File: config.mk
export PLATFORM = sky130hd
export DESIGN_NAME = rob_top
export DESIGN_NICKNAME = d
export VERILOG_FILES = /design/src/logic/rob_pkg.sv /design/src/logic/rob_top.sv /design/src/logic/rob_retire_unit.sv /design/src/logic/rob_entry_array.sv /design/src/logic/rob_queue_ctrl.sv
export VERILOG_INCLUDE_DIRS = /design/src /design/src/logic
export SDC_FILE = /design/constraint.sdc
export NUM_CORES = 2
export LEC_CHECK = 0
export BUFFER_PORTS_ARGS = -buffer_cell sky130_fd_sc_hd__buf_2
export CAP_MARGIN = 15
export CORE_ASPECT_RATIO = 2
export CORE_MARGIN = 10
export CORE_UTILIZATION = 50
export CTS_CLUSTER_DIAMETER = 100
export DETAILED_ROUTE_END_ITERATION = 10
export GPL_TIMING_DRIVEN = 0
export PLACE_DENSITY = 0.77
export SYNTH_ARGS = -nofsm -noshare
export SYNTH_HDL_FRONTEND = slang
export SYNTH_HIERARCHICAL = 1
export SYNTH_SLANG_ARGS = --single-unit
File: constraint.sdc
create_clock -name clk -period 7.3 [get_ports clk]
set_input_delay 0.73 -clock clk [delete_from_list [all_inputs] [get_ports clk]]
set_output_delay 0.73 -clock clk [all_outputs]
set_load 0.005 [all_outputs]
File: src/logic/rob_params.svh
`ifndef ROB_PARAMS_SVH
`define ROB_PARAMS_SVH

// reorder buffer sizing

// number of in-flight instructions
`define ROB_N_ENTRIES 8

// index into the buffer, log2 of the depth
`define ROB_ID_WIDTH 3

// architectural register number
`define ARF_ID_WIDTH 5

// integer register value
`define REG_DATA_WIDTH 32

// instruction address
`define ADDR_WIDTH 32

`endif
File: src/logic/rob_pkg.sv
`default_nettype none

`include "rob_params.svh"

package rob_pkg;

    typedef logic [`ROB_ID_WIDTH-1:0] rob_id_t;
    typedef logic [`ARF_ID_WIDTH-1:0] arf_id_t;
    typedef logic [`REG_DATA_WIDTH-1:0] reg_data_t;
    typedef logic [`ADDR_WIDTH-1:0] addr_t;

    // instruction as it leaves dispatch
    typedef struct packed {
        logic dst_valid;
        arf_id_t dst_arf_id;
        addr_t pc;
    } rob_dispatch_t;

    // one buffer slot
    // pc_npc holds the pc until a branch result replaces it with the npc
    typedef struct packed {
        logic dst_valid;
        arf_id_t dst_arf_id;
        addr_t pc_npc;
        logic br_mispred;
        logic reg_ready;
        logic is_executed;
        reg_data_t reg_data;
    } rob_entry_t;

    // result write, reg_data unused for wakeup
    typedef struct packed {
        logic valid;
        rob_id_t rob_id;
        reg_data_t reg_data;
    } rob_wb_t;

    // alu branch outcome, travels with alu_wb
    typedef struct packed {
        logic valid;
        logic mispred;
        addr_t npc;
    } rob_npc_t;

    // source operand lookup answer
    typedef struct packed {
        logic reg_ready;
        reg_data_t reg_data;
    } rob_read_t;

    // retire toward the arf, redirect toward fetch
    typedef struct packed {
        logic retire;
        rob_id_t rob_id;
        arf_id_t arf_id;
        reg_data_t reg_data;
        logic redirect_valid;
        addr_t redirect_pc;
    } rob_retire_t;

    // what the head does this cycle
    typedef enum logic [1:0] {
        commit_none,
        commit_reg,
        commit_silent,
        commit_flush
    } rob_commit_e;

endpackage

`default_nettype wire

File: src/logic/rob_top.sv
`default_nettype none

module rob_top (
    input wire clk,
    input wire rst_n,

    // dispatch, ready/valid
    input wire dispatch_valid,
    input wire rob_pkg::rob_dispatch_t dispatch_data,
    output wire dispatch_ready,
    output wire rob_pkg::rob_id_t dispatch_rob_id,

    // wakeup and writebacks
    input wire rob_pkg::rob_wb_t iiq_wakeup,
    input wire rob_pkg::rob_wb_t alu_wb,
    input wire rob_pkg::rob_wb_t ld_wb,
    input wire rob_pkg::rob_npc_t alu_npc,

    // operand reads
    input wire rob_pkg::rob_id_t rd_id_src1,
    input wire rob_pkg::rob_id_t rd_id_src2,
    output wire rob_pkg::rob_read_t rd_src1,
    output wire rob_pkg::rob_read_t rd_src2,

    // arf write and fetch redirect
    output wire rob_pkg::rob_retire_t retire_out
);
    import rob_pkg::*;

    wire enq_en;
    wire free_en;
    wire flush;
    wire rob_id_t head_id;
    wire rob_commit_e commit;
    wire rob_entry_t head_entry;
    wire head_occupied;

    // tail index doubles as the dispatch tag
    rob_queue_ctrl u_ctrl (
        .clk(clk),
        .rst_n(rst_n),
        .dispatch_valid(dispatch_valid),
        .head_entry(head_entry),
        .head_occupied(head_occupied),
        .dispatch_ready(dispatch_ready),
        .enq_en(enq_en),
        .tail_id(dispatch_rob_id),
        .free_en(free_en),
        .head_id(head_id),
        .flush(flush),
        .commit(commit)
    );

    rob_entry_array u_array (
        .clk(clk),
        .rst_n(rst_n),
        .enq_en(enq_en),
        .tail_id(dispatch_rob_id),
        .dispatch_data(dispatch_data),
        .iiq_wakeup(iiq_wakeup),
        .alu_wb(alu_wb),
        .ld_wb(ld_wb),
        .alu_npc(alu_npc),
        .free_en(free_en),
        .head_id(head_id),
        .flush(flush),
        .rd_id_src1(rd_id_src1),
        .rd_id_src2(rd_id_src2),
        .rd_src1(rd_src1),
        .rd_src2(rd_src2),
        .head_entry(head_entry),
        .head_occupied(head_occupied)
    );

    // registered at the same edge that frees the head
    rob_retire_unit u_retire (
        .clk(clk),
        .rst_n(rst_n),
        .commit(commit),
        .head_id(head_id),
        .head_entry(head_entry),
        .retire_out(retire_out)
    );

endmodule

`default_nettype wire

File: src/logic/rob_retire_unit.sv
`default_nettype none

module rob_retire_unit (
    input wire clk,
    input wire rst_n,
    input wire rob_pkg::rob_commit_e commit,
    input wire rob_pkg::rob_id_t head_id,
    input wire rob_pkg::rob_entry_t head_entry,
    output rob_pkg::rob_retire_t retire_out
);
    import rob_pkg::*;

    logic retire_q;
    logic redirect_q;
    rob_id_t rob_id_q;
    arf_id_t arf_id_q;
    reg_data_t reg_data_q;
    addr_t redirect_pc_q;

    // pulse bits, one cycle per commit
    always_ff @(posedge clk) begin
        if (!rst_n) begin
            retire_q <= 1'b0;
            redirect_q <= 1'b0;
        end else begin
            retire_q <= (commit == commit_reg);
            redirect_q <= (commit == commit_flush);
        end
    end

    // payload, only meaningful alongside a pulse
    always_ff @(posedge clk) begin
        rob_id_q <= head_id;
        arf_id_q <= head_entry.dst_arf_id;
        reg_data_q <= head_entry.reg_data;
        // npc of the mispredicted branch
        redirect_pc_q <= head_entry.pc_npc;
    end

    always_comb begin
        retire_out.retire = retire_q;
        retire_out.rob_id = rob_id_q;
        retire_out.arf_id = arf_id_q;
        retire_out.reg_data = reg_data_q;
        retire_out.redirect_valid = redirect_q;
        retire_out.redirect_pc = redirect_pc_q;
    end

    a_retire_xor_redirect : assert property (
        @(posedge clk) disable iff (!rst_n)
        !(retire_out.retire && retire_out.redirect_valid)
    ) else $error("retire and redirect in the same cycle");

endmodule

`default_nettype wire

File: src/logic/rob_entry_array.sv
`default_nettype none

`include "rob_params.svh"

module rob_entry_array (
    input wire clk,
    input wire rst_n,

    // dispatch write at the tail
    input wire enq_en,
    input wire rob_pkg::rob_id_t tail_id,
    input wire rob_pkg::rob_dispatch_t dispatch_data,

    // result writes
    input wire rob_pkg::rob_wb_t iiq_wakeup,
    input wire rob_pkg::rob_wb_t alu_wb,
    input wire rob_pkg::rob_wb_t ld_wb,
    input wire rob_pkg::rob_npc_t alu_npc,

    // release at the head, or everything on flush
    input wire free_en,
    input wire rob_pkg::rob_id_t head_id,
    input wire flush,

    // operand read ports
    input wire rob_pkg::rob_id_t rd_id_src1,
    input wire rob_pkg::rob_id_t rd_id_src2,
    output rob_pkg::rob_read_t rd_src1,
    output rob_pkg::rob_read_t rd_src2,

    // head view for the commit decision
    output rob_pkg::rob_entry_t head_entry,
    output logic head_occupied
);
    import rob_pkg::*;

    rob_entry_t [`ROB_N_ENTRIES-1:0] entries_q;
    rob_entry_t [`ROB_N_ENTRIES-1:0] entries_d;
    logic [`ROB_N_ENTRIES-1:0] occupied_q;
    logic [`ROB_N_ENTRIES-1:0] occupied_d;
    rob_entry_t new_entry;

    // fresh slot, nothing executed or ready yet
    always_comb begin
        new_entry = '0;
        new_entry.dst_valid = dispatch_data.dst_valid;
        new_entry.dst_arf_id = dispatch_data.dst_arf_id;
        new_entry.pc_npc = dispatch_data.pc;
    end

    // merge results into live slots
    // wakeup first so the alu and load writes win on the same slot
    always_comb begin
        entries_d = entries_q;
        for (int i = 0; i < `ROB_N_ENTRIES; i++) begin
            if (occupied_q[i] && iiq_wakeup.valid && iiq_wakeup.rob_id == rob_id_t'(i)) begin
                entries_d[i].reg_ready = 1'b1;
            end
            if (occupied_q[i] && alu_wb.valid && alu_wb.rob_id == rob_id_t'(i)) begin
                entries_d[i].reg_data = alu_wb.reg_data;
                entries_d[i].is_executed = 1'b1;
                // branch result, npc goes where the pc was
                if (alu_npc.valid) begin
                    entries_d[i].pc_npc = alu_npc.npc;
                    entries_d[i].br_mispred = alu_npc.mispred;
                end
            end
            if (occupied_q[i] && ld_wb.valid && ld_wb.rob_id == rob_id_t'(i)) begin
                // load data also wakes dependents
                entries_d[i].reg_data = ld_wb.reg_data;
                entries_d[i].reg_ready = 1'b1;
                entries_d[i].is_executed = 1'b1;
            end
        end
        // tail slot is empty, so no result lands there
        if (enq_en) begin
            entries_d[tail_id] = new_entry;
        end
    end

    always_comb begin
        occupied_d = occupied_q;
        if (free_en) begin
            occupied_d[head_id] = 1'b0;
        end
        if (enq_en) begin
            occupied_d[tail_id] = 1'b1;
        end
        // mispredict drops every slot
        if (flush) begin
            occupied_d = '0;
        end
    end

    always_ff @(posedge clk) begin
        entries_q <= entries_d;
    end

    always_ff @(posedge clk) begin
        if (!rst_n) begin
            occupied_q <= '0;
        end else begin
            occupied_q <= occupied_d;
        end
    end

    // combinational lookups
    assign rd_src1.reg_ready = entries_q[rd_id_src1].reg_ready;
    assign rd_src1.reg_data = entries_q[rd_id_src1].reg_data;
    assign rd_src2.reg_ready = entries_q[rd_id_src2].reg_ready;
    assign rd_src2.reg_data = entries_q[rd_id_src2].reg_data;

    assign head_entry = entries_q[head_id];
    assign head_occupied = occupied_q[head_id];

    // alu and load unit must target different slots
    a_no_wb_collision : assert property (
        @(posedge clk) disable iff (!rst_n)
        (alu_wb.valid && ld_wb.valid) |-> (alu_wb.rob_id != ld_wb.rob_id)
    ) else $error("alu and load writeback on the same rob entry");

endmodule

`default_nettype wire

File: src/logic/rob_queue_ctrl.sv
`default_nettype none

`include "rob_params.svh"

module rob_queue_ctrl (
    input wire clk,
    input wire rst_n,
    input wire dispatch_valid,

    // head slot as stored in the array
    input wire rob_pkg::rob_entry_t head_entry,
    input wire head_occupied,

    output logic dispatch_ready,
    output logic enq_en,
    output rob_pkg::rob_id_t tail_id,
    output logic free_en,
    output rob_pkg::rob_id_t head_id,
    output logic flush,
    output rob_pkg::rob_commit_e commit
);
    import rob_pkg::*;

    localparam logic [`ROB_ID_WIDTH:0] rob_depth = `ROB_N_ENTRIES;
    localparam rob_id_t last_id = rob_id_t'(`ROB_N_ENTRIES - 1);

    rob_id_t head_q;
    rob_id_t tail_q;
    rob_id_t head_next;
    rob_id_t tail_next;
    logic [`ROB_ID_WIDTH:0] count_q;
    logic full;

    // wrap at the last slot
    assign head_next = (head_q == last_id) ? '0 : head_q + 1'b1;
    assign tail_next = (tail_q == last_id) ? '0 : tail_q + 1'b1;

    assign full = (count_q == rob_depth);

    // head commit decision
    always_comb begin
        if (!head_occupied || !head_entry.is_executed) begin
            commit = commit_none;
        end else if (head_entry.br_mispred) begin
            commit = commit_flush;
        end else if (head_entry.dst_valid) begin
            commit = commit_reg;
        end else begin
            // store or correctly predicted branch
            commit = commit_silent;
        end
    end

    // no accept while flushing
    assign dispatch_ready = !full && (commit != commit_flush);
    assign enq_en = dispatch_valid && dispatch_ready;
    assign free_en = (commit != commit_none);
    assign flush = (commit == commit_flush);

    assign head_id = head_q;
    assign tail_id = tail_q;

    always_ff @(posedge clk) begin
        if (!rst_n) begin
            head_q <= '0;
            tail_q <= '0;
            count_q <= '0;
        end else if (flush) begin
            // restart empty just past the mispredicted branch
            head_q <= head_next;
            tail_q <= head_next;
            count_q <= '0;
        end else begin
            if (free_en) begin
                head_q <= head_next;
            end
            if (enq_en) begin
                tail_q <= tail_next;
            end
            case ({enq_en, free_en})
                2'b10: count_q <= count_q + 1'b1;
                2'b01: count_q <= count_q - 1'b1;
                default: count_q <= count_q;
            endcase
        end
    end

    a_count_bound : assert property (
        @(posedge clk) disable iff (!rst_n)
        count_q <= rob_depth
    ) else $error("rob occupancy above depth");

    // array occupancy and controller count must agree
    a_no_free_empty : assert property (
        @(posedge clk) disable iff (!rst_n)
        free_en |-> (count_q != '0)
    ) else $error("rob head freed while empty");

endmodule

`default_nettype wire

==> flow_metrics.tcl <==
set metrics [dict create \
    status "complete, but fails checks" \
    violations "negative setup slack" \
    avgSynthCellArea_sq_um 9.20 \
    synth_nets 4192 \
    ys_warn_count 6 \
    initial_utilization_pct 50.5 \
    drive_gt1_share_pct 20.3 \
    worst_ep_required_time_ns 7.57 \
    crit_fanout 15 \
    max_freq_mhz 134 \
    p_sw_mw 2.95 \
    hp-class "in -> reg" \
    insertion_delay_ns 0.68 \
    worstSetupStartpointType "flip-flop" \
    nets 4485 \
    die_x_microns 212 \
    clkPwrFrac_pct 37.7 \
    avgRoutedWirePerCell_microns 35.1 \
    power.density_nw_per_um2 246 \
    comb_power_share_pct 17.0 \
    drt-vias-per-instance 7.51 \
    hold_violations 0 \
    cts_sinks 676 \
    vias 39600 \
    cts_buffers 66 \
    track_usage_pct 42.2 \
    first_global_vias 38500 \
    dp.cells 5142 \
    postRouteAntennaNets 0 \
    synthCells 3995 \
    final_cell_count_no_fill 5280 \
    leakagePower_nw 14.0 \
    path_class "reg -> reg" \
    peakVddDrop_uv 206 \
    die_h_microns 404 \
    cts_tree "built" \
    port_buffers 224 \
    grt_pass1_wl_mm 263 \
    cts.repair.resized 0 \
    grt_setup_unrepaired "false" \
    ios 333 \
    setup_viol 31 \
    clock_skew_ns 0.0323 \
    cp.arrival_ns 7.74 \
    routed_wl_mm 185 \
    grt-ovfl-total 0 \
    synthToLayoutAreaGrowth_pct 12.7 \
    p_seq_share_pct 45.3 \
    finalCritPeriodShare_pct 102 \
    p_sw_share_pct 29.0 \
    cp-end-kind "flip-flop" \
    slew_violations 0 \
    ctsRootBufferMaster "clkbuf_16" \
    total_power_mw 10.2 \
    setup_slack_ns -0.174 \
    rows 140 \
    intPower_mw 7.23 \
    post_cts_buffers 0 \
    grt_start_max_net_pins 16 \
    antenna_found_initial 37 \
    slew_headroom_pct 1.31 \
    h-tree-depth 3 \
    dp_slack_ns 0.466 \
    max_cap_violations 0 \
    ctsLongestPathBuffers 3 \
    worst_slew_pin_slew_ns 1.48 \
    dr.pass1.iters 11 \
    final_core_util_pct 56.8 \
    dieArea_sq_um 85400 \
    period_needed_ns 7.47 \
    core_area_sq_um 72900 \
    syn_area_sq_um 36800 \
    drtIter0Drc 6498 \
    place.gp.congestion 1.07 \
    dpl.hpwl_mm 128 \
    path_clk_slew_ns 0.07 \
    postCtsHoldBufs 0 \
    drc 0 \
]
==> state kept, by name, summed over array words and instances, names as in the netlist, 3 cells and up <==
name                    flops
u_ctrl/tail_id              3
u_retire/redirect_pc_q     32
u_array/entries_q         584
u_retire/rob_id_q           3
u_ctrl/head_id              3
u_retire/reg_data_q        32
u_ctrl/count_q              4
u_array/occupied_q          8
u_retire/arf_id_q           5
==> through the flow <==
step / area [sq um] / hold slack (ns) / TNS (ns)
5_1_grt: 41400 / 0.314 / 0
2_1_floorplan: 36800 / 0.364 / 0
4_1_cts: 41400 / 0.294 / 0
3_3_place_gp: 39000 / 0.442 / 0
3_5_place_dp: 39000 / 0.455 / 0
6_report: 41400 / 0.319 / -2.43
==> worst paths after layout <==
path / startpoint / endpoint / slack, ns / cells past startpoint
worst max-delay path: u_ctrl/head_id[1]$_SDFFE_PN0P_ / u_array/entries_q[581]$_DFFE_PP_ / -0.17 / 13
worst min-delay path: dispatch_data[36] / u_array/entries_q[71]$_DFFE_PP_ / 0.32 / 1
worst max register to register: u_ctrl/head_id[1]$_SDFFE_PN0P_ / u_array/entries_q[581]$_DFFE_PP_ / -0.17 / 13
worst min register to register: u_array/entries_q[546]$_DFF_P_ / u_array/entries_q[546]$_DFF_P_ / 0.47 / 2
==> routing by layer <==
metal / vias up / wire length [microns] / global-route usage (%)
met2: 4079 / 82100 / 65.0
met3: 1581 / 25800 / 17.2
met1: 18400 / 55700 / 42.6
met4: 48 / 21500 / 39.7
met5: - / 420 / 1.17
li1: 15600 / - / -
==> area by class of cell <==
class                   count  area (sq um)
plain buffers             572          2300
clock buffers              89          1860
inverters                  25          93.8
clock inverters            29           457
diodes                     19          47.5
well taps                 923          1150
repair buffers            225          1140
fillers                  6574         31400
flip-flops and latches    676         14000
multi-input cells        2722         20400
==> layout by cell type (no fill, tap or decap), drive strengths merged, types with 6 or more instances in the layout <==
master     n
inv       18
clkinv    22
mux2     139
nand4bb    9
a21oi    320
a31oi    137
bufinv    10
nor3     257
and2      35
o21a       6
ha         7
o21ai    529
edfxtp    48
nand2    333
dfxtp    628
nand3     46
or2        8
buf      405
a311oi   256
clkbuf   481
nor2     266
mux4     278
nand2b     7
diode     19
and3      35
o22ai      6
nand4b    10
==> critical path, cell delays in order, from the launching register on <==
cell      delay [ns]
dfxtp_1         0.50
buf_2           0.48
clkbuf_1        0.80
buf_1           0.97
mux4_2          0.43
mux2_2          0.30
nand3_1         0.28
nand2b_1        0.13
inv_1           0.07
clkbuf_1        0.27
nand4_1         0.68
inv_1           0.38
clkbuf_1        0.81
buf_1           0.94
==> power groups by stage <==
stage / clock network, mW / logic (mW) / registers, mW
2_1_floorplan: 0 / 1.13 / 4.55
3_3_place_gp: 0 / 1.60 / 4.63
3_5_place_dp: 0 / 1.64 / 4.66
4_1_cts: 3.82 / 1.65 / 4.58
5_1_grt: 3.95 / 1.81 / 4.64
6_report: 3.84 / 1.73 / 4.61
(Power assumes the default switching activity.)
